===== config.mk =====
export PLATFORM = sky130hd
export DESIGN_NAME = decode_stage
export DESIGN_NICKNAME = d
export VERILOG_FILES = /design/src/common/id_pkg.sv /design/src/decode/instr_decoder.sv /design/src/verilog/reg_file.sv /design/src/verilog/static_bpred.sv /design/src/verilog/id_ex_reg.sv /design/src/verilog/decode_stage.sv
export SDC_FILE = /design/constraint.sdc
export NUM_CORES = 2
export LEC_CHECK = 0
export ABC_CLOCK_PERIOD_IN_PS = 23600
export BUFFER_PORTS_ARGS = -buffer_cell sky130_fd_sc_hd__buf_2
export CORE_ASPECT_RATIO = 0.9
export CORE_UTILIZATION = 60
export CTS_CLUSTER_DIAMETER = 150
export CTS_CLUSTER_SIZE = 12
export DETAILED_ROUTE_END_ITERATION = 12
export GPL_TIMING_DRIVEN = 0
export PLACE_DENSITY = 0.79
export SLEW_MARGIN = 25
export SYNTH_ARGS = -nofsm -noshare
export SYNTH_HDL_FRONTEND = slang
export SYNTH_HIERARCHICAL = 1
export SYNTH_SLANG_ARGS = --single-unit

===== constraint.sdc =====
create_clock -name clk -period 23.6 [get_ports clk]
set_input_delay 1.18 -clock clk [delete_from_list [all_inputs] [get_ports clk]]
set_output_delay 1.18 -clock clk [all_outputs]
set_load 0.005 [all_outputs]

===== src/common/id_pkg.sv =====
`default_nettype none

package id_pkg;

  // ==========================================================================
  // Widths
  // ==========================================================================
  localparam int XLEN       = 32;
  localparam int REG_ADDR_W = 5;
  localparam int NUM_REGS   = 32;

  // RV32I major opcodes
  localparam logic [6:0] OP_LUI    = 7'b0110111;
  localparam logic [6:0] OP_AUIPC  = 7'b0010111;
  localparam logic [6:0] OP_JAL    = 7'b1101111;
  localparam logic [6:0] OP_JALR   = 7'b1100111;
  localparam logic [6:0] OP_BRANCH = 7'b1100011;
  localparam logic [6:0] OP_LOAD   = 7'b0000011;
  localparam logic [6:0] OP_STORE  = 7'b0100011;
  localparam logic [6:0] OP_IMM    = 7'b0010011;
  localparam logic [6:0] OP_REG    = 7'b0110011;

  // ALU operand A source
  localparam logic [1:0] ALU_A_RS1  = 2'd0;
  localparam logic [1:0] ALU_A_PC   = 2'd1;
  localparam logic [1:0] ALU_A_ZERO = 2'd2;

  // ALU operation class, refined in EX from funct3/funct7
  localparam logic [1:0] ALU_OP_ADD    = 2'd0;
  localparam logic [1:0] ALU_OP_BRANCH = 2'd1;
  localparam logic [1:0] ALU_OP_REG    = 2'd2;
  localparam logic [1:0] ALU_OP_IMM    = 2'd3;

  typedef enum logic [2:0] {
    IMM_I,
    IMM_S,
    IMM_B,
    IMM_U,
    IMM_J
  } imm_type_e;

  typedef enum logic [1:0] {
    TRAP_NONE,
    TRAP_INSTR_INVALID
  } trap_code_e;

  typedef enum logic [1:0] {
    RES_ALU,
    RES_MEM,
    RES_PC4
  } res_src_e;

  // ==========================================================================
  // Stage payloads
  // ==========================================================================

  // Control payload, cleared when the stage is flushed
  typedef struct packed {
    logic reg_write;
    logic mem_read;
    logic mem_write;
    logic is_branch;
    logic is_jal;
    logic is_jalr;
    logic trap;
    logic bpred_taken;
  } id_ctrl_t;

  // Datapath payload, held across a flush
  typedef struct packed {
    logic [1:0]            alu_a_src;
    logic                  alu_b_src;
    logic [1:0]            alu_op;
    res_src_e              res_src;
    trap_code_e            trap_code;
    logic [REG_ADDR_W-1:0] rd;
    logic [REG_ADDR_W-1:0] rs1;
    logic [REG_ADDR_W-1:0] rs2;
    logic [2:0]            funct3;
    logic [6:0]            funct7;
    logic [XLEN-1:0]       rs1_data;
    logic [XLEN-1:0]       rs2_data;
    logic [XLEN-1:0]       imm;
    logic [XLEN-1:0]       pc;
    logic [XLEN-1:0]       pc_plus4;
    logic [XLEN-1:0]       pred_tgt;
  } id_data_t;

  typedef struct packed {
    logic                  reg_write;
    logic                  mem_read;
    logic                  mem_write;
    logic                  is_branch;
    logic                  is_jal;
    logic                  is_jalr;
    logic                  trap;
    logic [1:0]            alu_a_src;
    logic                  alu_b_src;
    logic [1:0]            alu_op;
    res_src_e              res_src;
    trap_code_e            trap_code;
    logic [REG_ADDR_W-1:0] rd;
    logic [REG_ADDR_W-1:0] rs1;
    logic [REG_ADDR_W-1:0] rs2;
    logic [2:0]            funct3;
    logic [6:0]            funct7;
    logic [XLEN-1:0]       imm;
    logic                  rs1_used;
    logic                  rs2_used;
  } dec_out_t;

  // Write-back port into the register file
  typedef struct packed {
    logic                  wen;
    logic [REG_ADDR_W-1:0] rd;
    logic [XLEN-1:0]       data;
  } wb_t;

endpackage

`default_nettype wire


===== src/decode/instr_decoder.sv =====
`timescale 1ns/1ps
`default_nettype none

module instr_decoder (
  input  wire logic [31:0]     instr_i,
  output id_pkg::dec_out_t     dec_o
);

  logic [6:0]                 opcode;
  id_pkg::imm_type_e          imm_type;
  logic [id_pkg::XLEN-1:0]    imm_i;
  logic [id_pkg::XLEN-1:0]    imm_s;
  logic [id_pkg::XLEN-1:0]    imm_b;
  logic [id_pkg::XLEN-1:0]    imm_u;
  logic [id_pkg::XLEN-1:0]    imm_j;

  assign opcode = instr_i[6:0];

  // ==========================================================================
  // Immediate formats, all sign-extended from bit 31
  // ==========================================================================
  assign imm_i = {{20{instr_i[31]}}, instr_i[31:20]};
  assign imm_s = {{20{instr_i[31]}}, instr_i[31:25], instr_i[11:7]};
  assign imm_b = {{19{instr_i[31]}}, instr_i[31], instr_i[7], instr_i[30:25],
                  instr_i[11:8], 1'b0};
  assign imm_u = {instr_i[31:12], 12'b0};
  assign imm_j = {{11{instr_i[31]}}, instr_i[31], instr_i[19:12], instr_i[20],
                  instr_i[30:21], 1'b0};

  // ==========================================================================
  // Control decode
  // ==========================================================================
  always_comb begin
    dec_o           = '0;
    imm_type        = id_pkg::IMM_I;

    // Raw fields pass through whatever the format
    dec_o.rd        = instr_i[11:7];
    dec_o.rs1       = instr_i[19:15];
    dec_o.rs2       = instr_i[24:20];
    dec_o.funct3    = instr_i[14:12];
    dec_o.funct7    = instr_i[31:25];
    dec_o.alu_a_src = id_pkg::ALU_A_RS1;
    dec_o.alu_op    = id_pkg::ALU_OP_ADD;
    dec_o.res_src   = id_pkg::RES_ALU;
    dec_o.trap_code = id_pkg::TRAP_NONE;

    case (opcode)
      id_pkg::OP_LUI: begin
        dec_o.reg_write = 1'b1;
        dec_o.alu_a_src = id_pkg::ALU_A_ZERO;
        dec_o.alu_b_src = 1'b1;
        imm_type        = id_pkg::IMM_U;
      end
      id_pkg::OP_AUIPC: begin
        dec_o.reg_write = 1'b1;
        dec_o.alu_a_src = id_pkg::ALU_A_PC;
        dec_o.alu_b_src = 1'b1;
        imm_type        = id_pkg::IMM_U;
      end
      id_pkg::OP_JAL: begin
        dec_o.reg_write = 1'b1;
        dec_o.is_jal    = 1'b1;
        dec_o.alu_a_src = id_pkg::ALU_A_PC;
        dec_o.alu_b_src = 1'b1;
        dec_o.res_src   = id_pkg::RES_PC4;
        imm_type        = id_pkg::IMM_J;
      end
      id_pkg::OP_JALR: begin
        dec_o.reg_write = 1'b1;
        dec_o.is_jalr   = 1'b1;
        dec_o.alu_b_src = 1'b1;
        dec_o.res_src   = id_pkg::RES_PC4;
        dec_o.rs1_used  = 1'b1;
      end
      id_pkg::OP_BRANCH: begin
        dec_o.is_branch = 1'b1;
        dec_o.alu_op    = id_pkg::ALU_OP_BRANCH;
        dec_o.rs1_used  = 1'b1;
        dec_o.rs2_used  = 1'b1;
        imm_type        = id_pkg::IMM_B;
      end
      id_pkg::OP_LOAD: begin
        dec_o.reg_write = 1'b1;
        dec_o.mem_read  = 1'b1;
        dec_o.alu_b_src = 1'b1;
        dec_o.res_src   = id_pkg::RES_MEM;
        dec_o.rs1_used  = 1'b1;
      end
      id_pkg::OP_STORE: begin
        dec_o.mem_write = 1'b1;
        dec_o.alu_b_src = 1'b1;
        dec_o.rs1_used  = 1'b1;
        dec_o.rs2_used  = 1'b1;
        imm_type        = id_pkg::IMM_S;
      end
      id_pkg::OP_IMM: begin
        dec_o.reg_write = 1'b1;
        dec_o.alu_b_src = 1'b1;
        dec_o.alu_op    = id_pkg::ALU_OP_IMM;
        dec_o.rs1_used  = 1'b1;
      end
      id_pkg::OP_REG: begin
        dec_o.reg_write = 1'b1;
        dec_o.alu_op    = id_pkg::ALU_OP_REG;
        dec_o.rs1_used  = 1'b1;
        dec_o.rs2_used  = 1'b1;
      end
      default: begin
        // Unknown opcode raises a trap with no side effects
        dec_o.trap      = 1'b1;
        dec_o.trap_code = id_pkg::TRAP_INSTR_INVALID;
      end
    endcase

    case (imm_type)
      id_pkg::IMM_S: dec_o.imm = imm_s;
      id_pkg::IMM_B: dec_o.imm = imm_b;
      id_pkg::IMM_U: dec_o.imm = imm_u;
      id_pkg::IMM_J: dec_o.imm = imm_j;
      default:       dec_o.imm = imm_i;
    endcase
  end

endmodule

`default_nettype wire


===== src/verilog/reg_file.sv =====
`timescale 1ns/1ps
`default_nettype none

module reg_file (
  input  wire logic                          clk,
  input  wire logic                          arst_n_i,
  input  wire logic [id_pkg::REG_ADDR_W-1:0] rs1_addr_i,
  input  wire logic [id_pkg::REG_ADDR_W-1:0] rs2_addr_i,
  input  id_pkg::wb_t                        wb_i,
  output logic      [id_pkg::XLEN-1:0]       rs1_data_o,
  output logic      [id_pkg::XLEN-1:0]       rs2_data_o
);

  // x0 has no storage
  logic [id_pkg::XLEN-1:0] regs [id_pkg::NUM_REGS-1:1];
  logic                    wr_en;
  logic                    byp_rs1;
  logic                    byp_rs2;

  assign wr_en = wb_i.wen && (wb_i.rd != '0);

  always_ff @(posedge clk or negedge arst_n_i) begin
    if (!arst_n_i) begin
      for (int i = 1; i < id_pkg::NUM_REGS; i++) begin
        regs[i] <= '0;
      end
    end else if (wr_en) begin
      regs[wb_i.rd] <= wb_i.data;
    end
  end

  // Same-cycle write-back bypass
  assign byp_rs1 = wr_en && (wb_i.rd == rs1_addr_i);
  assign byp_rs2 = wr_en && (wb_i.rd == rs2_addr_i);

  always_comb begin
    if (rs1_addr_i == '0) begin
      rs1_data_o = '0;
    end else if (byp_rs1) begin
      rs1_data_o = wb_i.data;
    end else begin
      rs1_data_o = regs[rs1_addr_i];
    end

    if (rs2_addr_i == '0) begin
      rs2_data_o = '0;
    end else if (byp_rs2) begin
      rs2_data_o = wb_i.data;
    end else begin
      rs2_data_o = regs[rs2_addr_i];
    end
  end

endmodule

`default_nettype wire


===== src/verilog/static_bpred.sv =====
`timescale 1ns/1ps
`default_nettype none

module static_bpred (
  input  wire logic [id_pkg::XLEN-1:0] pc_i,
  input  wire logic [id_pkg::XLEN-1:0] imm_i,
  input  wire logic                    is_branch_i,
  input  wire logic                    is_jal_i,
  input  wire logic                    is_jalr_i,
  output logic                         pred_taken_o,
  output logic      [id_pkg::XLEN-1:0] pred_tgt_o
);

  logic [id_pkg::XLEN-1:0] pc_rel_tgt;
  logic                    backward;

  // PC-relative target shared by branches and JAL
  assign pc_rel_tgt = pc_i + imm_i;

  // Negative offset means a loop edge
  assign backward = imm_i[id_pkg::XLEN-1];

  // Backward taken, forward not taken, JAL always taken
  assign pred_taken_o = is_jal_i || (is_branch_i && backward);

  // JALR target depends on rs1 and is left to EX
  assign pred_tgt_o = is_jalr_i ? '0 : pc_rel_tgt;

endmodule

`default_nettype wire


===== src/verilog/id_ex_reg.sv =====
`timescale 1ns/1ps
`default_nettype none

module id_ex_reg #(
  parameter type payload_t      = logic,
  parameter bit  CLEAR_ON_FLUSH = 1'b0
) (
  input  wire logic clk,
  input  wire logic arst_n_i,
  input  wire logic flush_i,
  input  wire logic s_valid_i,
  output logic      s_ready_o,
  input  payload_t  s_data_i,
  output logic      m_valid_o,
  input  wire logic m_ready_i,
  output payload_t  m_data_o
);

  logic accept;

  // Empty or draining this cycle
  assign s_ready_o = !m_valid_o || m_ready_i;
  assign accept    = s_valid_i && s_ready_o;

  always_ff @(posedge clk or negedge arst_n_i) begin
    if (!arst_n_i) begin
      m_valid_o <= 1'b0;
    end else if (flush_i) begin
      m_valid_o <= 1'b0;
    end else if (s_ready_o) begin
      m_valid_o <= s_valid_i;
    end
  end

  // ==========================================================================
  // Payload storage
  // ==========================================================================
  if (CLEAR_ON_FLUSH) begin : g_clear
    // Control bits must read as a bubble after reset or flush
    always_ff @(posedge clk or negedge arst_n_i) begin
      if (!arst_n_i) begin
        m_data_o <= '0;
      end else if (flush_i) begin
        m_data_o <= '0;
      end else if (accept) begin
        m_data_o <= s_data_i;
      end
    end
  end else begin : g_hold
    always_ff @(posedge clk) begin
      if (accept && !flush_i) begin
        m_data_o <= s_data_i;
      end
    end
  end

endmodule

`default_nettype wire


===== src/verilog/decode_stage.sv =====
`timescale 1ns/1ps
`default_nettype none

module decode_stage (
  input  wire logic                    clk,
  input  wire logic                    arst_n_i,
  input  wire logic                    flush_i,
  input  wire logic                    s_valid_i,
  output logic                         s_ready_o,
  input  wire logic [31:0]             instr_i,
  input  wire logic [id_pkg::XLEN-1:0] pc_i,
  input  id_pkg::wb_t                  wb_i,
  output logic                         m_valid_o,
  input  wire logic                    m_ready_i,
  output id_pkg::id_ctrl_t             ctrl_o,
  output id_pkg::id_data_t             data_o,
  output logic                         pred_taken_o,
  output logic      [id_pkg::XLEN-1:0] pred_tgt_o
);

  id_pkg::dec_out_t                dec;
  logic [id_pkg::REG_ADDR_W-1:0]   rf_rs1_addr;
  logic [id_pkg::REG_ADDR_W-1:0]   rf_rs2_addr;
  logic [id_pkg::XLEN-1:0]         rs1_data;
  logic [id_pkg::XLEN-1:0]         rs2_data;
  logic [id_pkg::XLEN-1:0]         pc_plus4;
  id_pkg::id_ctrl_t                ctrl_d;
  id_pkg::id_data_t                data_d;

  instr_decoder u_decoder (
    .instr_i (instr_i),
    .dec_o   (dec)
  );

  // Operands the instruction does not use read as x0
  assign rf_rs1_addr = dec.rs1_used ? dec.rs1 : '0;
  assign rf_rs2_addr = dec.rs2_used ? dec.rs2 : '0;

  reg_file u_reg_file (
    .clk        (clk),
    .arst_n_i   (arst_n_i),
    .rs1_addr_i (rf_rs1_addr),
    .rs2_addr_i (rf_rs2_addr),
    .wb_i       (wb_i),
    .rs1_data_o (rs1_data),
    .rs2_data_o (rs2_data)
  );

  static_bpred u_bpred (
    .pc_i         (pc_i),
    .imm_i        (dec.imm),
    .is_branch_i  (dec.is_branch),
    .is_jal_i     (dec.is_jal),
    .is_jalr_i    (dec.is_jalr),
    .pred_taken_o (pred_taken_o),
    .pred_tgt_o   (pred_tgt_o)
  );

  assign pc_plus4 = pc_i + 32'd4;

  // ==========================================================================
  // Payload packing
  // ==========================================================================
  always_comb begin
    ctrl_d.reg_write   = dec.reg_write;
    ctrl_d.mem_read    = dec.mem_read;
    ctrl_d.mem_write   = dec.mem_write;
    ctrl_d.is_branch   = dec.is_branch;
    ctrl_d.is_jal      = dec.is_jal;
    ctrl_d.is_jalr     = dec.is_jalr;
    ctrl_d.trap        = dec.trap;
    ctrl_d.bpred_taken = pred_taken_o;

    data_d.alu_a_src   = dec.alu_a_src;
    data_d.alu_b_src   = dec.alu_b_src;
    data_d.alu_op      = dec.alu_op;
    data_d.res_src     = dec.res_src;
    data_d.trap_code   = dec.trap_code;
    data_d.rd          = dec.rd;
    data_d.rs1         = dec.rs1;
    data_d.rs2         = dec.rs2;
    data_d.funct3      = dec.funct3;
    data_d.funct7      = dec.funct7;
    data_d.rs1_data    = rs1_data;
    data_d.rs2_data    = rs2_data;
    data_d.imm         = dec.imm;
    data_d.pc          = pc_i;
    data_d.pc_plus4    = pc_plus4;
    data_d.pred_tgt    = pred_tgt_o;
  end

  // Control register owns the handshake for both halves
  id_ex_reg #(
    .payload_t      (id_pkg::id_ctrl_t),
    .CLEAR_ON_FLUSH (1'b1)
  ) u_ctrl_reg (
    .clk       (clk),
    .arst_n_i  (arst_n_i),
    .flush_i   (flush_i),
    .s_valid_i (s_valid_i),
    .s_ready_o (s_ready_o),
    .s_data_i  (ctrl_d),
    .m_valid_o (m_valid_o),
    .m_ready_i (m_ready_i),
    .m_data_o  (ctrl_o)
  );

  id_ex_reg #(
    .payload_t      (id_pkg::id_data_t),
    .CLEAR_ON_FLUSH (1'b0)
  ) u_data_reg (
    .clk       (clk),
    .arst_n_i  (arst_n_i),
    .flush_i   (flush_i),
    .s_valid_i (s_valid_i),
    .s_ready_o (),
    .s_data_i  (data_d),
    .m_valid_o (),
    .m_ready_i (m_ready_i),
    .m_data_o  (data_o)
  );

endmodule

`default_nettype wire


### Word-level counts from Yosys, hierarchy flattened

Cells that the tools add are included.

* magnitude comparators: 4
* div/mod/pow operators: 0
* bitwise logic cells: 0
* add/sub/neg operators: 2
* multipliers: 0
* reduce and logical (&&, ||, !) cells: 28
* equality and inequality tests: 15
* shift operators: 0
* muxes and demuxes: 34

Operators by type and width (count)
* 992-bit bitwise mux: 1
* 32-bit binary-select mux with 5-bit select: 2
* 32-bit two-way mux: 6
* 32-bit demux with 5-bit select: 1
* 31-bit one-hot mux with 4 select lines: 1
* 32-bit by 3-bit adder with 32-bit output, second input constant: 1
* 32-bit adder: 1
* 7-bit by 6-bit == test with 1-bit output, second input constant: 3
* 7-bit == test, second input constant: 3
* 5-bit by 6-bit less-than comparator with 1-bit output, second input constant: 3
* 8-bit two-way mux: 2
* 1-bit two-way mux: 15
* 7-bit by 5-bit == test with 1-bit output, second input constant: 2
* 7-bit OR reduction: 2
* 3-bit one-hot mux with 4 select lines: 1
* 5-bit == test: 2
* 5-bit logical NOT: 2
* 5-bit two-way mux: 2
* 9-bit OR reduction: 1
* 1-bit logical AND: 8
* 2-bit one-hot mux with 2 select lines: 2
* 7-bit by 2-bit == test with 1-bit output, second input constant: 1
* 3-bit by 2-bit == test with 1-bit output, second input constant: 2
* 2-bit one-hot mux with 3 select lines: 1
* 10 further kinds: 18

* memory bits (writable): 0
* memory bits (read-only): 0
* word-level logic and storage cells: 140
* output and inout bits: 269
* memories: 0
* bits in latches: 0
* bits of input ports: 107
* register bits after elaboration: 1228

### Longest topological paths before layout

* depth in word-level cells: 7
* gate-level depth with buffers: 16
* depth with buffers taken out: 13

### Cells and area by module

The synthesis kept the hierarchy.

Modules (own cells, without submodules)
* reg_file: area each 53662.7 µm², instances 1, cells an instance 3582
* id_ex_reg at u_data_reg: area each 6846.6 µm², instances 1, cells an instance 231
* static_bpred: area each 2105.8 µm², instances 1, cells an instance 319
* instr_decoder: area each 745.7 µm², instances 1, cells an instance 107
* decode_stage: area each 628.1 µm², instances 1, cells an instance 91
* id_ex_reg at u_ctrl_reg: area each 486.7 µm², instances 1, cells an instance 41

### Worst setup path after synthesis

OpenSTA, ideal clock, no wires.

* path kind: input -> register
* start: in m_ready_i
* end: reg u_data_reg/m_data_o[0] in the netlist's numbering, enable pin
* required time: 22.828 ns
* path slack: 12.960 ns
* arrival time: 9.868 ns
* library setup time: 0.772 ns
* buffers on the path: 0
* cell stages on the path: 2
* cell sequence: nand2b_4 nor3b_2

* longest elaborated chain between the ends: 3

Ends and longest elaborated chain
* from (decl): line decode_stage.sv:14 `input wire logic m_ready_i,`
* 1-bit logical OR: line id_ex_reg.sv:22 `assign s_ready_o = !m_valid_o || m_ready_i;`
* 1-bit logical AND: line id_ex_reg.sv:23 `assign accept = s_valid_i && s_ready_o;`
* 1-bit logical AND: line id_ex_reg.sv:51 `if (accept && !flush_i) begin`
* to (signal assigned): line id_ex_reg.sv:52 `m_data_o <= s_data_i;`
* to (decl): line id_ex_reg.sv:16 `output payload_t m_data_o`

Every way passes these cells.
A chain may end at the register's enable or synchronous reset.

==> impl_metrics.tcl <==
set metrics [dict create \
    status "completed" \
    gp_congestion 1.07 \
    yosysTopAreaCellShare 0.389 \
    syn_inst 4371 \
    grt_max_degree 134 \
    first_pass_iters 9 \
    hold_buffers 0 \
    design.core.area_sq_um 106000 \
    die_h_microns 313 \
    ys_warn_count 6 \
    first_global_vias 46368 \
    dpl_worst_slack_ns 17.10 \
    ant_nets 0 \
    syn_nets 4511 \
    hp-class "input port to asynchronous set/reset pin" \
    syn_area_sq_um 64500 \
    antenna_found_initial 21 \
    synthFlopType "dfrtp_1" \
    swShare 0.278 \
    cts_sinks 1228 \
    yosys-top-cells-area "dfrtp_1 39%, mux2_2 18%, mux4_2 16%" \
    synth.distinct_cells 97 \
    overflow 0 \
    routed_wl_microns 241000 \
    nFillCells 7553 \
    clockBufferDepth 3 \
    cp-end-kind "output port" \
    rsz0062_at_grt "no" \
    via_count 47106 \
    fmax_ghz 0.144 \
    cts_resized 0 \
    crit_type "input port to output port" \
    ios 376 \
    clockPowerShare 0.306 \
    final_max_slew_viol_count 0 \
    setup_slack_ns 16.64 \
    die_x_microns 348 \
    hpwl_microns 179000 \
    cp_max_fo 5 \
    rows 113 \
    fin_nets 5022 \
    htreeDepth 3 \
    clk_pin_slew_ns 0.06 \
    synth_top_area_cell "dfrtp_1" \
    seq_area_sq_um 31900 \
    cts_root_buf "clkbuf_16" \
    p_int_uw 3950 \
    yosysMostFrequentCell "mux2_2" \
    avgSynthCellArea_sq_um 14.8 \
    fin_worst_skew_ns 0.0390 \
    start_util 0.608 \
    fin_tns_setup_ns 0 \
    postLayoutCoreUtil 0.675 \
    p_leak_uw 0.0301 \
    final_hold_viol_count 0 \
    synth-seq-area-share 0.494 \
    cp.arrival_ns 5.78 \
    slew_headroom 0.131 \
    required_ns 22.42 \
    grt_usage 0.446 \
    synth.cells.most_frequent "1028 x mux2_2, 1002 x dfrtp_1, 447 x mux4_2" \
    multiInputGateArea_sq_um 30200 \
    cts_buffers 112 \
    synth-seq-cells 1228 \
    power_density_nw_per_um2 76.4 \
    switchingPower_uw 1520 \
    grt_pass1_wl_microns 339000 \
    min_period_ns 6.96 \
    portBuffers 370 \
    clk_latency_ns 0.74 \
    peakVddDrop_mv 0.0713 \
    cp-start-kind "input port" \
    dieArea_sq_um 109000 \
    drc 0 \
    dr.first_iter.drc_count 6787 \
    post_cts_buffers 0 \
    setup_violations 0 \
    drv_cap 0 \
    synthArstFlopShare 0.816 \
    seqPwrFrac 0.509 \
    cts_tree "done" \
    viasPerCell 7.46 \
    drive_above_1_share 0.466 \
    combPwrFrac 0.186 \
    fin_crit_sh 0.295 \
    syn_to_final_growth_pct 11.1 \
    synth_edf_count 226 \
    worst_pin_slew_ns 1.30 \
    post_drt_wl_per_cell_microns 38.2 \
]
metal layers:
layer  share of wire  vias up  GRT usage
li1                -    17912          -
met1            0.36    24569      0.581
met2            0.41     3794      0.602
met3            0.15      811      0.201
met4           0.080       20      0.294
met5         0.00062        -    0.00130
power groups by stage:
stage | clock network, uW | registers, uW | logic, uW
2_1_floorplan | 0 | 2720 | 699
3_3_place_gp | 0 | 2780 | 951
3_5_place_dp | 0 | 2800 | 990
4_1_cts | 1680 | 2760 | 996
5_1_grt | 1750 | 2810 | 1060
6_report | 1670 | 2780 | 1020
path summary, 6_finish.rpt:
kind                       slack [ns]                             start                            endpoint  depth (start not counted)
min reg2reg                      0.50  u_reg_file/regs[293]$_DFFE_PN0P_    u_reg_file/regs[293]$_DFFE_PN0P_                          2
min in group clk                 0.50  u_reg_file/regs[293]$_DFFE_PN0P_    u_reg_file/regs[293]$_DFFE_PN0P_                          2
min                              0.35                          arst_n_i  u_ctrl_reg/m_data_o[0]$_DFFE_PN0P_                          1
max reg2reg                     20.48  u_reg_file/regs[469]$_DFFE_PN0P_  u_data_reg/m_data_o[181]$_DFFE_PP_                          5
max in group asynchronous       21.09                          arst_n_i    u_reg_file/regs[867]$_DFFE_PN0P_                          4
max                             16.64                        instr_i[1]                      pred_tgt_o[25]                         13
flip-flops by register name, summed over array words and instances, names as in the netlist:
name / count
u_reg_file/regs: 992
u_ctrl_reg/m_data_o: 8
u_data_reg/m_valid_o: 1
u_data_reg/m_data_o: 226
u_ctrl_reg/m_valid_o: 1
placed cells by master, fill, tap and decap left out, drive strengths merged, types with 54 or more instances in the layout:
master,count
nor2,134
o211ai,54
mux2i,111
nand2,102
clkbuf,329
buf,665
mux4,447
a21oi,72
edfxtp,226
mux2,1049
a221oi,61
dfrtp,1002
area by class of cell:
class,instances,share of cell area
flip-flops and latches,1228,0.445
clock buffers,147,0.0413
plain buffers,450,0.0332
clock inverters,7,0.00126
well taps,1380,0.0241
diodes,16,0.000559
repair buffers,397,0.0321
inverters,18,0.000943
multi-input cells,2675,0.422
critical path, stage by stage:
cell	delay (ns)
buf_2	0.09
nand2_1	0.10
nor4_1	0.92
nor2_1	0.26
a22o_1	0.39
ha_1	0.43
o211a_1	0.24
a21oi_1	0.09
o21ai_1	0.46
and3_1	0.37
nor3_1	0.07
nor3_1	0.90
buf_2	0.27
through the flow:
step | instance area [sq um] | hold slack [ns] | cells | total power, uW
floorplan | 64500 | 0.460 | 4371 | 3420
global placement | 68100 | 0.483 | 6121 | 3730
detailed placement | 68500 | 0.491 | 6147 | 3790
CTS | 71600 | 0.385 | 6301 | 5440
global route | 71600 | 0.384 | 6304 | 5630
finish | 71600 | 0.352 | 6318 | 5470
cells by family after synthesis:
logic type	after synthesis	synth area share
xor gates and xnor gates	49	0.00666
other	1	0.0000582
AOI/OAI and AO/OA	533	0.0627
and+or+nand+nor	452	0.0356
muxes	1607	0.357
buffers and inverters	468	0.0378
adders and majority gates	33	0.00652
DFF	1228	0.494
Power figures use the tool's default switching activity.
